===== src/verilog/fetch_config.svh =====
/* Instruction fetch configuration
   Widths shared by the fetch RTL and its testbench */

`ifndef FETCH_CONFIG_SVH
`define FETCH_CONFIG_SVH

// Address and instruction word width
`define FETCH_ADDR_W 32

// mtvec base field, address bits 31 to 7
`define MTVEC_W 25

// Vectored interrupt index
`define IRQ_IDX_W 5

// Responses still to be dropped after a redirect
`define STALE_CNT_W 2

`endif


===== src/verilog/fetch_pkg.sv =====
/* Instruction fetch types
   Enums and packed structs shared by the fetch stage and its testbench */

`include "fetch_config.svh"

package fetch_pkg;

  // Next-PC source from the controller
  typedef enum logic [3:0] {
    PC_BOOT     = 4'd0,
    PC_JUMP     = 4'd1,
    PC_BRANCH   = 4'd2,
    PC_MRET     = 4'd3,
    PC_TRAP_EXC = 4'd4,
    PC_TRAP_IRQ = 4'd5
  } pc_mux_e;

  // Prefetcher bus FSM
  typedef enum logic [1:0] {
    FS_IDLE        = 2'd0,
    FS_WAIT_GNT    = 2'd1,
    FS_WAIT_RVALID = 2'd2
  } fetch_state_e;

  // Major opcodes produced by the expander
  typedef enum logic [6:0] {
    OPC_OP_IMM = 7'h13,
    OPC_OP     = 7'h33
  } rv_opcode_e;

  typedef struct packed {
    logic                  pc_set;
    pc_mux_e               pc_mux;
    logic                  kill_if;
    logic                  halt_if;
    logic [`IRQ_IDX_W-1:0] irq_index;
  } ctrl_fetch_t;

  typedef struct packed {
    logic [`FETCH_ADDR_W-1:0] boot_addr;
    logic [`FETCH_ADDR_W-1:0] jump_target;
    logic [`FETCH_ADDR_W-1:0] branch_target;
    logic [`FETCH_ADDR_W-1:0] mepc;
    logic [`MTVEC_W-1:0]      mtvec_base;
  } targets_t;

  typedef struct packed {
    logic                     req;
    logic [`FETCH_ADDR_W-1:0] addr;
  } ibus_req_t;

  typedef struct packed {
    logic                     gnt;
    logic                     rvalid;
    logic [`FETCH_ADDR_W-1:0] rdata;
    logic                     err;
  } ibus_resp_t;

  // One item handed from the prefetcher to the stage
  typedef struct packed {
    logic                     valid;
    logic [`FETCH_ADDR_W-1:0] pc;
    logic [`FETCH_ADDR_W-1:0] rdata;
    logic                     err;
  } fetch_item_t;

  // IF/ID pipeline register contents
  typedef struct packed {
    logic                     instr_valid;
    logic [`FETCH_ADDR_W-1:0] pc;
    logic [`FETCH_ADDR_W-1:0] instr;
    logic [15:0]              compressed_instr;
    logic                     compressed;
    logic                     illegal_c_insn;
    logic                     bus_err;
  } if_id_pipe_t;

endpackage


===== src/verilog/pc_select.sv =====
/* Next fetch address selection
   Picks the redirect target from the controller command and flags mtvec init on boot */

`include "fetch_config.svh"

module pc_select (
  input  fetch_pkg::ctrl_fetch_t    ctrl_i,
  input  fetch_pkg::targets_t       targets_i,
  output logic [`FETCH_ADDR_W-1:0]  branch_addr_o,
  output logic                      csr_mtvec_init_o
);

  import fetch_pkg::*;

  // Raw target before halfword alignment
  logic [`FETCH_ADDR_W-1:0] target;

  //////////////////////////////////////////////////
  // Target multiplexer
  //////////////////////////////////////////////////

  always_comb begin
    // Boot address as fallback
    target = {targets_i.boot_addr[`FETCH_ADDR_W-1:2], 2'b00};
    case (ctrl_i.pc_mux)
      // Boot always starts word aligned
      PC_BOOT: begin
        target = {targets_i.boot_addr[`FETCH_ADDR_W-1:2], 2'b00};
      end
      PC_JUMP: begin
        target = targets_i.jump_target;
      end
      PC_BRANCH: begin
        target = targets_i.branch_target;
      end
      // Return to the saved exception PC
      PC_MRET: begin
        target = targets_i.mepc;
      end
      // All exceptions share the mtvec base
      PC_TRAP_EXC: begin
        target = {targets_i.mtvec_base, {(`FETCH_ADDR_W - `MTVEC_W){1'b0}}};
      end
      // Vectored interrupts, one word per index
      PC_TRAP_IRQ: begin
        target = {targets_i.mtvec_base, ctrl_i.irq_index, 2'b00};
      end
      default: begin
        target = {targets_i.boot_addr[`FETCH_ADDR_W-1:2], 2'b00};
      end
    endcase
  end

  // Fetch addresses are halfword aligned
  assign branch_addr_o = {target[`FETCH_ADDR_W-1:1], 1'b0};

  // CSR file loads mtvec when the core boots
  assign csr_mtvec_init_o = ctrl_i.pc_set && (ctrl_i.pc_mux == PC_BOOT);

endmodule


===== src/verilog/prefetch_unit.sv =====
/* Instruction prefetcher
   Requests instructions over the bus, drops responses made stale by a redirect
   and holds one fetched item for the IF stage */

`include "fetch_config.svh"

module prefetch_unit (
  input  logic                        clk,
  input  logic                        rst_n,
  input  logic                        pc_set_i,
  input  logic [`FETCH_ADDR_W-1:0]    branch_addr_i,
  input  logic                        fetch_ready_i,
  output fetch_pkg::ibus_req_t        ibus_req_o,
  input  fetch_pkg::ibus_resp_t       ibus_resp_i,
  output fetch_pkg::fetch_item_t      fetch_o,
  output logic                        busy_o,
  output logic                        protocol_err_o
);

  import fetch_pkg::*;

  fetch_state_e              state_q;
  fetch_state_e              state_d;
  // Set by the first redirect, keeps the FSM idle out of reset
  logic                      started_q;
  // Address on the bus, or the next address to request
  logic [`FETCH_ADDR_W-1:0]  req_addr_q;
  logic [`FETCH_ADDR_W-1:0]  req_addr_d;
  // Redirect seen while an ungranted request must stay on the bus
  logic                      redir_pend_q;
  logic                      redir_pend_d;
  logic [`FETCH_ADDR_W-1:0]  redir_addr_q;
  logic [`FETCH_ADDR_W-1:0]  redir_addr_d;
  logic [`STALE_CNT_W-1:0]   stale_cnt_q;
  logic                      stale_inc;
  logic                      stale_dec;
  // One-entry fetch buffer
  logic                      buf_valid_q;
  logic [`FETCH_ADDR_W-1:0]  buf_pc_q;
  logic [`FETCH_ADDR_W-1:0]  buf_rdata_q;
  logic                      buf_err_q;
  logic                      outstanding;
  logic                      accept_resp;
  logic                      buf_load;
  logic                      can_issue;
  logic [2:0]                instr_len;

  //////////////////////////////////////////////////
  // Response handling
  //////////////////////////////////////////////////

  // Live or stale request awaiting its rvalid
  assign outstanding = (state_q == FS_WAIT_RVALID) || (stale_cnt_q != '0);

  // Bus answers in order, so stale responses come first
  assign stale_dec   = ibus_resp_i.rvalid && (stale_cnt_q != '0);
  assign accept_resp = ibus_resp_i.rvalid && (stale_cnt_q == '0) &&
                       (state_q == FS_WAIT_RVALID);

  // A redirect in the same cycle kills the response
  assign buf_load  = accept_resp && !pc_set_i;

  // Only request when the buffer is free by the next edge
  assign can_issue = started_q && (!buf_valid_q || fetch_ready_i);

  // Length from the low opcode bits
  assign instr_len = (ibus_resp_i.rdata[1:0] == 2'b11) ? 3'd4 : 3'd2;

  //////////////////////////////////////////////////
  // Request FSM
  //////////////////////////////////////////////////

  always_comb begin
    state_d      = state_q;
    req_addr_d   = req_addr_q;
    redir_pend_d = redir_pend_q;
    redir_addr_d = redir_addr_q;
    stale_inc    = 1'b0;
    case (state_q)
      FS_IDLE: begin
        if (pc_set_i) begin
          req_addr_d = branch_addr_i;
          state_d    = FS_WAIT_GNT;
        end else if (can_issue) begin
          state_d = FS_WAIT_GNT;
        end
      end
      FS_WAIT_GNT: begin
        if (ibus_resp_i.gnt) begin
          if (pc_set_i || redir_pend_q) begin
            // Granted request already belongs to the old path
            stale_inc    = 1'b1;
            redir_pend_d = 1'b0;
            req_addr_d   = pc_set_i ? branch_addr_i : redir_addr_q;
          end else begin
            state_d = FS_WAIT_RVALID;
          end
        end else if (pc_set_i) begin
          // Address must hold until gnt, remember the target
          redir_pend_d = 1'b1;
          redir_addr_d = branch_addr_i;
        end
      end
      FS_WAIT_RVALID: begin
        if (pc_set_i) begin
          // Live request goes stale unless it answers right now
          stale_inc  = !accept_resp;
          req_addr_d = branch_addr_i;
          state_d    = FS_WAIT_GNT;
        end else if (accept_resp) begin
          req_addr_d = req_addr_q + instr_len;
          state_d    = FS_IDLE;
        end
      end
      default: begin
        state_d = FS_IDLE;
      end
    endcase
  end

  always_ff @(posedge clk or negedge rst_n) begin
    if (!rst_n) begin
      state_q        <= FS_IDLE;
      started_q      <= 1'b0;
      redir_pend_q   <= 1'b0;
      stale_cnt_q    <= '0;
      buf_valid_q    <= 1'b0;
      protocol_err_o <= 1'b0;
    end else begin
      state_q      <= state_d;
      redir_pend_q <= redir_pend_d;
      case ({stale_inc, stale_dec})
        2'b10:   stale_cnt_q <= stale_cnt_q + 1'b1;
        2'b01:   stale_cnt_q <= stale_cnt_q - 1'b1;
        default: stale_cnt_q <= stale_cnt_q;
      endcase
      // rvalid with nothing in flight
      protocol_err_o <= ibus_resp_i.rvalid && !outstanding;
      if (pc_set_i) begin
        started_q <= 1'b1;
      end
      // Flush on redirect, free on consume
      if (buf_load) begin
        buf_valid_q <= 1'b1;
      end else if (pc_set_i || fetch_ready_i) begin
        buf_valid_q <= 1'b0;
      end
    end
  end

  // Addresses and fetched payload
  always_ff @(posedge clk) begin
    req_addr_q   <= req_addr_d;
    redir_addr_q <= redir_addr_d;
    if (buf_load) begin
      buf_pc_q    <= req_addr_q;
      buf_rdata_q <= ibus_resp_i.rdata;
      buf_err_q   <= ibus_resp_i.err;
    end
  end

  assign ibus_req_o.req  = (state_q == FS_WAIT_GNT);
  assign ibus_req_o.addr = req_addr_q;

  assign fetch_o.valid = buf_valid_q;
  assign fetch_o.pc    = buf_pc_q;
  assign fetch_o.rdata = buf_rdata_q;
  assign fetch_o.err   = buf_err_q;

  assign busy_o = (state_q != FS_IDLE) || (stale_cnt_q != '0);

endmodule


===== src/verilog/c_expander.sv =====
/* Compressed instruction expander
   Maps c.li, c.addi, c.mv and c.add to 32-bit form and flags other compressed words */

`include "fetch_config.svh"

module c_expander (
  input  logic [`FETCH_ADDR_W-1:0]  rdata_i,
  output logic [`FETCH_ADDR_W-1:0]  instr_o,
  output logic                      compressed_o,
  output logic                      illegal_o
);

  import fetch_pkg::*;

  // Common compressed fields
  logic [4:0]  rd;
  logic [4:0]  rs2;
  logic [11:0] imm12;
  logic [2:0]  funct3;

  assign rd     = rdata_i[11:7];
  assign rs2    = rdata_i[6:2];
  assign funct3 = rdata_i[15:13];

  // CI immediate sign extended to 12 bits
  assign imm12 = {{6{rdata_i[12]}}, rdata_i[12], rdata_i[6:2]};

  // Anything but 11 in the low bits is a 16-bit instruction
  assign compressed_o = (rdata_i[1:0] != 2'b11);

  //////////////////////////////////////////////////
  // Expansion
  //////////////////////////////////////////////////

  always_comb begin
    instr_o   = '0;
    illegal_o = 1'b0;
    if (!compressed_o) begin
      // Full-size word passes through
      instr_o = rdata_i;
    end else begin
      case (rdata_i[1:0])
        // Quadrant 1
        2'b01: begin
          case (funct3)
            // c.addi -> addi rd, rd, imm
            3'b000: begin
              instr_o = {imm12, rd, 3'b000, rd, OPC_OP_IMM};
            end
            // c.li -> addi rd, x0, imm
            3'b010: begin
              instr_o = {imm12, 5'd0, 3'b000, rd, OPC_OP_IMM};
            end
            default: begin
              illegal_o = 1'b1;
            end
          endcase
        end
        // Quadrant 2
        2'b10: begin
          // rs2 of zero encodes jr, jalr and ebreak
          if ((funct3 == 3'b100) && (rs2 != 5'd0)) begin
            if (rdata_i[12]) begin
              // c.add -> add rd, rd, rs2
              instr_o = {7'b0, rs2, rd, 3'b000, rd, OPC_OP};
            end else begin
              // c.mv -> add rd, x0, rs2
              instr_o = {7'b0, rs2, 5'd0, 3'b000, rd, OPC_OP};
            end
          end else begin
            illegal_o = 1'b1;
          end
        end
        // Quadrant 0 not supported
        default: begin
          illegal_o = 1'b1;
        end
      endcase
    end
  end

endmodule


===== src/verilog/if_stage.sv =====
/* Instruction fetch stage
   Ties next-PC selection, prefetcher and expander together and owns the IF/ID register */

`include "fetch_config.svh"

module if_stage (
  input  logic                        clk,
  input  logic                        rst_n,
  input  fetch_pkg::ctrl_fetch_t      ctrl_i,
  input  fetch_pkg::targets_t         targets_i,
  input  logic                        id_ready_i,
  output fetch_pkg::ibus_req_t        ibus_req_o,
  input  fetch_pkg::ibus_resp_t       ibus_resp_i,
  output fetch_pkg::if_id_pipe_t      if_id_pipe_o,
  output logic                        if_valid_o,
  output logic [`FETCH_ADDR_W-1:0]    pc_if_o,
  output logic                        if_busy_o,
  output logic                        csr_mtvec_init_o,
  output logic                        protocol_err_o
);

  import fetch_pkg::*;

  logic [`FETCH_ADDR_W-1:0] branch_addr;
  logic                     fetch_ready;
  fetch_item_t              fetch_item;
  logic [`FETCH_ADDR_W-1:0] instr_expanded;
  logic                     instr_compressed;
  logic                     illegal_c_insn;

  //////////////////////////////////////////////////
  // Submodules
  //////////////////////////////////////////////////

  pc_select pc_select_i (
    .ctrl_i           ( ctrl_i           ),
    .targets_i        ( targets_i        ),
    .branch_addr_o    ( branch_addr      ),
    .csr_mtvec_init_o ( csr_mtvec_init_o )
  );

  prefetch_unit prefetch_unit_i (
    .clk            ( clk            ),
    .rst_n          ( rst_n          ),
    .pc_set_i       ( ctrl_i.pc_set  ),
    .branch_addr_i  ( branch_addr    ),
    .fetch_ready_i  ( fetch_ready    ),
    .ibus_req_o     ( ibus_req_o     ),
    .ibus_resp_i    ( ibus_resp_i    ),
    .fetch_o        ( fetch_item     ),
    .busy_o         ( if_busy_o      ),
    .protocol_err_o ( protocol_err_o )
  );

  c_expander c_expander_i (
    .rdata_i      ( fetch_item.rdata ),
    .instr_o      ( instr_expanded   ),
    .compressed_o ( instr_compressed ),
    .illegal_o    ( illegal_c_insn   )
  );

  // Killed items are dropped, halted ones wait
  assign if_valid_o  = fetch_item.valid && !ctrl_i.kill_if && !ctrl_i.halt_if;
  assign fetch_ready = ctrl_i.kill_if || (id_ready_i && !ctrl_i.halt_if);
  assign pc_if_o     = fetch_item.pc;

  //////////////////////////////////////////////////
  // IF/ID pipeline register
  //////////////////////////////////////////////////

  always_ff @(posedge clk or negedge rst_n) begin
    if (!rst_n) begin
      if_id_pipe_o <= '0;
    end else begin
      if (if_valid_o && id_ready_i) begin
        if_id_pipe_o.instr_valid    <= 1'b1;
        if_id_pipe_o.pc             <= fetch_item.pc;
        if_id_pipe_o.instr          <= instr_expanded;
        if_id_pipe_o.compressed     <= instr_compressed;
        if_id_pipe_o.illegal_c_insn <= illegal_c_insn;
        if_id_pipe_o.bus_err        <= fetch_item.err;
        // Original 16-bit encoding kept for compressed instructions only
        if (instr_compressed) begin
          if_id_pipe_o.compressed_instr <= fetch_item.rdata[15:0];
        end
      end else if (id_ready_i) begin
        // ID took the last one and nothing new follows
        if_id_pipe_o.instr_valid <= 1'b0;
      end
    end
  end

endmodule


===== config.mk =====
export PLATFORM = sky130hd
export DESIGN_NAME = if_stage
export DESIGN_NICKNAME = d
export VERILOG_FILES = /design/src/verilog/fetch_pkg.sv /design/src/verilog/pc_select.sv /design/src/verilog/prefetch_unit.sv /design/src/verilog/c_expander.sv /design/src/verilog/if_stage.sv
export VERILOG_INCLUDE_DIRS = /design/src /design/src/verilog
export SDC_FILE = /design/constraint.sdc
export NUM_CORES = 1
export LEC_CHECK = 0
export BUFFER_PORTS_ARGS = -buffer_cell sky130_fd_sc_hd__buf_2
export CAP_MARGIN = 20
export CORE_MARGIN = 1
export CORE_UTILIZATION = 35
export DETAILED_ROUTE_END_ITERATION = 8
export PLACE_DENSITY = 0.64
export SYNTH_ARGS = -nofsm -noshare
export SYNTH_HDL_FRONTEND = slang
export SYNTH_SLANG_ARGS = --single-unit

===== constraint.sdc =====
create_clock -name clk -period 5.2 [get_ports clk]
set_clock_uncertainty 0.05 [all_clocks]
set_input_delay 0.26 -clock clk [delete_from_list [all_inputs] [get_ports clk]]
set_output_delay 0.26 -clock clk [all_outputs]
set_load 0.005 [all_outputs]

==> results.py, run 1 <==
metrics = {
    "status": {
        "outcome": "complete, no violations",
    },
    "sta": {
        "final-max-slew-violation-count": 0,
        "finalWorstPathRequiredPeriod_ns": 2.850,
        "tightest_slew_ns": 1.033,
        "fmaxAchievable_mhz": 350.9,
        "setup_viol": 0,
        "setup_slack_ns": 2.350,
        "timing.setup.tns_ns": 0,
        "grt_setup_unrepaired": "false",
        "layout_worst_path_cycle_share_pct": 54.81,
        "worst_slew_margin_rel_pct": 31.08,
        "timing.final.hold_violations": 0,
    },
    "critical_path": {
        "max_stage_delay_cell_worst_path": "ha_1",
        "crit_chain": "inv_1 > ha_1 > nor2b_2 > buf_4 > nor2_1 > o21ai_0 > nor2_2 > buf_4",
        "worst_r2r_path_depth": 8,
        "worstPathArrival_ns": 3.03,
        "worstSetupStartpointType": "flop",
        "critical_path_class": "reg -> reg",
        "worst-endpoint-required_ns": 5.38,
        "path_max_fanout": 33,
        "crit_path_end_kind": "flop",
        "cp_peak_stage_delay_ns": 0.79,
        "critical_path.most_common_cell": "buf_4",
    },
    "global_routing": {
        "track_usage_pct": 19.84,
        "grt-ovfl-total": 0,
        "grt_start_max_net_pins": 73,
        "grt_antenna_before_repair": 1,
        "grt_first_pass_wirelength_mm": 49.13,
        "vias_in_the_first_global_route": 8764,
    },
    "floorplan": {
        "die_w_um": 177.9,
        "die_height_um": 177.9,
        "ios": 356,
        "floorplan.rows": 64,
        "design.core.area_um2": 30510,
        "fp.dieArea_um2": 31660,
        "initial_core_util_pct": 35.51,
    },
    "synthesis": {
        "synth_edf_count": 129,
        "post_synth_instance_area_um2": 10830,
        "yosys_warnings": 0,
        "ys_types": 61,
        "ys_dominant_reg_cell": "edfxtp_1",
        "syn-instance-count": 1000,
        "synth_area_leaders": "edfxtp_1 36%, dfrtp_1 21%, nand2_1 6.4%",
        "syn-mean-instance-area_um2": 10.83,
        "total_nets_after_synthesis": 1214,
        "fraction_of_registers_with_async_set_or_reset_after_synthesis_pct": 41.63,
        "yosysTopAreaCellShare_pct": 35.75,
        "synth.largest_area_cell": "edfxtp_1",
        "synth_seq_cells": 221,
        "synth-seq-area-share_pct": 57.00,
    },
    "routing": {
        "drt_first_iter_violations": 579,
        "routed_wirelength_mm": 32.62,
        "detail_route.vias_per_cell": 5.131,
        "routed_wire_length_per_instance_um": 18.44,
        "drt_drc_violations_left": 0,
        "postRouteAntennaNets": 0,
        "detailedRoute.firstPassIterationCount": 5,
        "number_of_vias_after_detailed_routing": 9077,
    },
    "pwr": {
        "leakage_uw": 0.006395,
        "p_per_cell_area_nw_per_um2": 430.6,
        "ir_worst_vdd_mv": 0.1797,
    },
    "run": {
        "cap_violations": 0,
    },
    "clocking": {
        "cts_post_setup_buffers_inserted": 0,
        "cts-root-to-sink-buffers": 3,
        "cts_inserted_buffers": 24,
        "cts_htree_levels": 1,
        "clock_insertion_delay_worst_skew_ns": 0.51,
        "ctsRootBufferMaster": "clkbuf_16",
        "numClockSinks": 221,
        "ctsHoldBuffers": 36,
        "clkSlewWorstSetupHoldPaths_ns": 0.06,
        "cts.repair.resized": 0,
        "clock_tree_from_tritoncts": "done",
    },
    "layout": {
        "area_growth_syn_to_layout_pct": 30.15,
        "insertedDiodeCount": 0,
        "fillerInstances": 2880,
        "drive_gt1_share_pct": 34.09,
        "finish.net_count": 1569,
    },
    "min_path": {
        "hold_depth": 3,
        "min-delay-path-class": "in -> reg",
    },
    "place": {
        "replace_congestion": 0.8794,
        "detailedPlace.worstSlack_ns": 2.352,
        "detailed_place_hpwl_mm": 23.90,
        "numPortBuffers": 350,
    },
}
registers in the layout, indices dropped and copies added, names as in the netlist:
name	flops
prefetch_unit_i.req_addr_q	32
prefetch_unit_i.started_q	1
prefetch_unit_i.redir_addr_q	32
prefetch_unit_i.buf_valid_q	1
prefetch_unit_i.buf_err_q	1
prefetch_unit_i.protocol_err_o	1
prefetch_unit_i.redir_pend_q	1
prefetch_unit_i.stale_cnt_q	2
prefetch_unit_i.state_q	2
if_id_pipe_o	84
prefetch_unit_i.buf_rdata_q	32
prefetch_unit_i.buf_pc_q	32
cells in the mapped netlist, types with 3 or more instances:
cell,n
nand2b_1,33
a22oi_1,3
nand3_1,23
nor2b_1,13
buf_1,5
nand3b_1,4
nand2_1,185
a2bb2oi_1,5
clkbuf_1,46
and3_1,15
a21oi_1,53
a221o_1,11
mux2_2,52
a221oi_1,12
a31oi_1,7
o21ai_0,58
o22ai_1,8
edfxtp_1,129
nand4_1,15
nor2_1,51
o21bai_1,6
dfrtp_1,92
o221ai_1,14
xnor2_1,8
o211ai_1,9
inv_1,17
mux2i_1,14
a211o_1,3
and4_1,3
xor2_1,22
ha_1,10
a32oi_1,8
a21o_1,7
buf_2,15
and2_1,10
per-layer routing:
layer  track usage, %  routed length (um)  vias up
li1                 -                   -     4328
met1            25.61               14020     4330
met2            33.84               15640      371
met3            3.492                2219       48
met4            5.698                 740        0
met5                0                   0        -
worst paths after layout:
path                                            start                        endpoint  slack [ns]
min reg2reg                 prefetch_unit_i.buf_err_q                 if_id_pipe_o[0]        0.40
min                                   ibus_resp_i[33]  prefetch_unit_i.protocol_err_o        0.08
min in group asynchronous                       rst_n     prefetch_unit_i.buf_valid_q        0.17
max reg2reg                prefetch_unit_i.state_q[1]  prefetch_unit_i.req_addr_q[22]        2.35
max in group asynchronous                       rst_n                if_id_pipe_o[79]        3.67
max                        prefetch_unit_i.state_q[1]  prefetch_unit_i.req_addr_q[22]        2.35
cells by family after synthesis:
| family | share of synthesized area, % |
|---|---|
| AND/OR/NAND/NOR | 16.15 |
| AO/OA/AOI/OAI | 13.20 |
| multiplexers | 6.698 |
| flip-flops | 57.00 |
| XOR/XNOR | 2.425 |
| adder cells (fa/ha/maj) | 1.340 |
| buffers and inverters | 3.187 |
worst max-delay path, delay by kind of cell (launching register included):
family                   cells  cell delay, ns
AND/OR/NAND/NOR              3            0.42
buffers and inverters        3            0.74
flip-flops                   1            0.41
AO/OA/AOI/OAI                1            0.14
adder cells (fa/ha/maj)      1            0.79
per-stage QoR:
stage	hold WS [ns]	area [um^2]	utilization (%)	power (uW)	std cells
2_1_floorplan	-0.08559	10830	-	3561	1000
3_3_place_gp	0.1177	12900	42.27	4261	1688
3_5_place_dp	0.1242	12900	42.27	4306	1688
4_1_cts	0.04834	14090	46.17	6130	1768
5_1_grt	0.07497	14100	46.22	6420	1769
6_report	0.08138	14100	46.22	6071	1769
cell usage in the layout (no fill, tap or decap), types with 6 or more instances in the layout:
cell type	count
clkbuf_16	25
a221o_1	11
nand2b_1	33
nand4_1	15
nand3_1	23
dlygate4sd3_1	36
clkbuf_1	6
xnor2_1	8
and2_1	9
nand2_1	184
o22ai_1	8
mux2i_1	14
a221oi_1	12
and3_1	15
a21oi_1	53
xor2_1	22
buf_4	11
a21o_1	7
mux2_2	52
o221ai_1	14
nor2b_1	12
o21bai_1	6
ha_1	10
nor2_1	48
buf_2	349
a31oi_1	7
o211ai_1	9
edfxtp_1	129
inv_1	17
dfrtp_1	92
a32oi_1	8
o21ai_0	58
power by group:
part           leakage (uW)  switching [uW]  total [uW]  internal, uW
clock              0.000408             685        1780          1100
combinational       0.00352             928        1610           681
sequential          0.00246             319        2680          2360
cell type report:
cell class	count	area, um^2	area share [%]
clock buffers	36	716.9	5.084
clock inverters	8	112.6	0.7986
inverters	17	63.81	0.4525
multi-input cells	694	4332	30.72
flip-flops and latches	221	6176	43.80
well taps	396	495.5	3.514
repair buffers	397	2205	15.63
No activity file was read; power rests on OpenSTA's default activity.
==> run 2, diff against run 1 <==
clock period = 2.8 ns   (was 5.2 ns; I/O delays follow)
==> run 2 against run 1 <==
Against the previous run:
- register-to-register slack got worse by 1.9 ns
- sequential power is 85% higher
- count of clock-buffer cells in the layout shrank 2
- wire length is 0.25% higher
- combinational power rose by 90%
- core utilization grew 0.59 points
- critical path depth fell by 1
- largest power group unchanged
- design area up 1.3%
- first-iteration DRC count decreased by 19%
- die area stayed put
- sequential share of layout area decreased by 0.56 points
==> results.py, run 2 (same netlist as run 1, synthesis figures left out) <==
metrics = {
    "status": {
        "outcome": "complete, no violations",
    },
    "sta": {
        "tightest_slew_ns": 0.6957,
        "setup_viol": 0,
        "timing.setup.tns_ns": 0,
        "worst_slew_margin_rel_pct": 53.57,
        "grt_setup_unrepaired": "false",
        "fmaxAchievable_mhz": 427.5,
        "final-max-slew-violation-count": 0,
        "timing.final.hold_violations": 0,
        "layout_worst_path_cycle_share_pct": 83.55,
        "finalWorstPathRequiredPeriod_ns": 2.339,
        "worst_hold_slack_ns": 0.03744,
    },
    "pwr": {
        "sw_frac_of_total_pct": 32.18,
        "seq_power_share_pct": 44.6,
        "ir_worst_vdd_mv": 0.4228,
        "leakage_uw": 0.006500,
        "cell_internal_pwr_uw": 7555,
        "switching_power_uw": 3586,
        "power.share.combinational_pct": 27.5,
        "report.power.total_uw": 11140,
        "clkPwrFrac_pct": 27.9,
        "p_per_cell_area_nw_per_um2": 780.0,
    },
    "floorplan": {
        "fp.dieArea_um2": 31660,
        "floorplan.rows": 64,
        "design.core.area_um2": 30510,
        "ios": 356,
        "initial_core_util_pct": 35.51,
        "die_height_um": 177.9,
        "die_w_um": 177.9,
    },
    "clocking": {
        "clock_insertion_delay_worst_skew_ns": 0.51,
        "cts_htree_levels": 1,
        "numClockSinks": 221,
        "cts_inserted_buffers": 24,
        "clkSlewWorstSetupHoldPaths_ns": 0.06,
        "cts.repair.resized": 0,
        "ctsRootBufferMaster": "clkbuf_16",
        "ctsHoldBuffers": 43,
        "clock_tree_from_tritoncts": "done",
        "cts-root-to-sink-buffers": 3,
        "cts_post_setup_buffers_inserted": 0,
    },
    "layout": {
        "final_cell_mix": "349 x buf_2, 184 x nand2_1, 129 x edfxtp_1, 92 x dfrtp_1, 58 x o21ai_0",
        "finish.utilization_pct": 46.81,
        "largest-register": "if_id_pipe_o",
        "area_growth_syn_to_layout_pct": 31.83,
        "most_common_cell_after_layout_fill_and_taps_aside": "buf_2",
        "flip_flop_count_of_the_largest_register_after_layout": 84,
        "drive_gt1_share_pct": 34.71,
        "fillerInstances": 2879,
        "insertedDiodeCount": 0,
        "finish.net_count": 1596,
    },
    "critical_path": {
        "max_stage_delay_cell_worst_path": "edfxtp_1",
        "path_max_fanout": 12,
        "worst-endpoint-required_ns": 3.01,
        "crit_path_end_kind": "flop",
        "critical_path_class": "reg -> reg",
        "worstPathArrival_ns": 2.55,
        "crit_chain": "ha_1 > fa_1 > and2_1 > nand3_1 > xor2_1 > nor2_1 > a221o_1",
        "worst_r2r_path_depth": 7,
        "cp_peak_stage_delay_ns": 0.42,
        "worstSetupStartpointType": "flop",
    },
    "routing": {
        "routed_wire_length_per_instance_um": 18.21,
        "number_of_vias_after_detailed_routing": 9078,
        "postRouteAntennaNets": 0,
        "detailedRoute.firstPassIterationCount": 5,
        "routed_wirelength_mm": 32.71,
        "drt_drc_violations_left": 0,
        "drt_first_iter_violations": 471,
        "detail_route.vias_per_cell": 5.055,
    },
    "global_routing": {
        "grt_start_max_net_pins": 59,
        "grtUsageMet2_pct": 33.87,
        "grtUsageMet1_pct": 25.58,
        "grt_antenna_before_repair": 0,
        "grt.met3_usage_pct": 3.085,
        "grt_first_pass_wirelength_mm": 49.29,
        "vias_in_the_first_global_route": 8848,
        "globalRoute.busiestLayer": "met2",
        "track_usage_pct": 20.01,
        "grt-ovfl-total": 0,
    },
    "run": {
        "cap_violations": 0,
    },
    "place": {
        "numPortBuffers": 350,
        "replace_congestion": 0.8946,
        "detailed_place_hpwl_mm": 24.44,
    },
    "min_path": {
        "hold_depth": 3,
        "min-delay-path-class": "in -> reg",
    },
}
[run 2: cell types whose count changed in the layout (fill, tap and decap cells not counted)]
cell	before	now
buf_12	0	2
buf_4	11	30
buf_8	1	0
bufinv_16	3	1
clkbuf_16	25	26
clkbuf_8	5	2
clkinv_1	2	4
clkinv_2	3	4
clkinvlp_4	0	1
dlygate4sd3_1	36	43
[run 2: final timing paths]
check	from	endpoint	slack (ns)
max in group asynchronous	rst_n	if_id_pipe_o[36]	1.77
max reg2reg	prefetch_unit_i.req_addr_q[1]	prefetch_unit_i.req_addr_q[9]	0.46
min reg2reg	prefetch_unit_i.buf_err_q	if_id_pipe_o[0]	0.40
max	prefetch_unit_i.req_addr_q[1]	prefetch_unit_i.req_addr_q[9]	0.46
min in group asynchronous	rst_n	if_id_pipe_o[8]	0.18
min	targets_i[142]	prefetch_unit_i.redir_addr_q[21]	0.04
[run 2: power by group through the flow]
stage	Combinational, uW	Clock [uW]	Sequential, uW
finish	3060	3110	4970
global route	3400	3330	5050
global placement	2970	0	4990
detailed placement	3000	0	5030
floorplan	1700	0	4910
CTS	3090	3190	4970
[run 2: stage by stage]
stage | instances | area (um^2) | setup WS (ns)
floorplan | 1000 | 10850 | 0.1159
global placement | 1709 | 13080 | 0.5116
detailed placement | 1709 | 13080 | 0.4675
CTS | 1796 | 14280 | 0.4612
global route | 1796 | 14280 | 0.3521
finish | 1796 | 14280 | 0.4605
[run 2: worst max-delay path, delay by kind of cell (launching register included)]
kind	cells	cell delay [ns]
AOI/OAI and AO/OA	1	0.26
adders and majority gates	2	0.64
DFF	1	0.42
and+or+nand+nor	3	0.56
xor gates and xnor gates	1	0.16
[run 2: layer usage]
metal / part of all wire (%) / wire length [um] / vias to the layer above
li1: - / - / 4380
met4: 3.3 / 1067 / 0
met3: 6.3 / 2053 / 60
met1: 43 / 13940 / 4266
met2: 48 / 15650 / 372
met5: 0 / 0 / -
[run 2: cell type report]
cell class / instances / area [um^2] / share of cell area [%]
Sequential cell: 221 / 6176 / 43.24
Multi-Input combinational cell: 694 / 4332 / 30.33
Clock buffer: 34 / 700.7 / 4.906
Inverter: 17 / 63.81 / 0.4468
Clock inverter: 10 / 72.57 / 0.5081
Tap cell: 396 / 495.5 / 3.469
Timing Repair Buffer: 424 / 2442 / 17.10
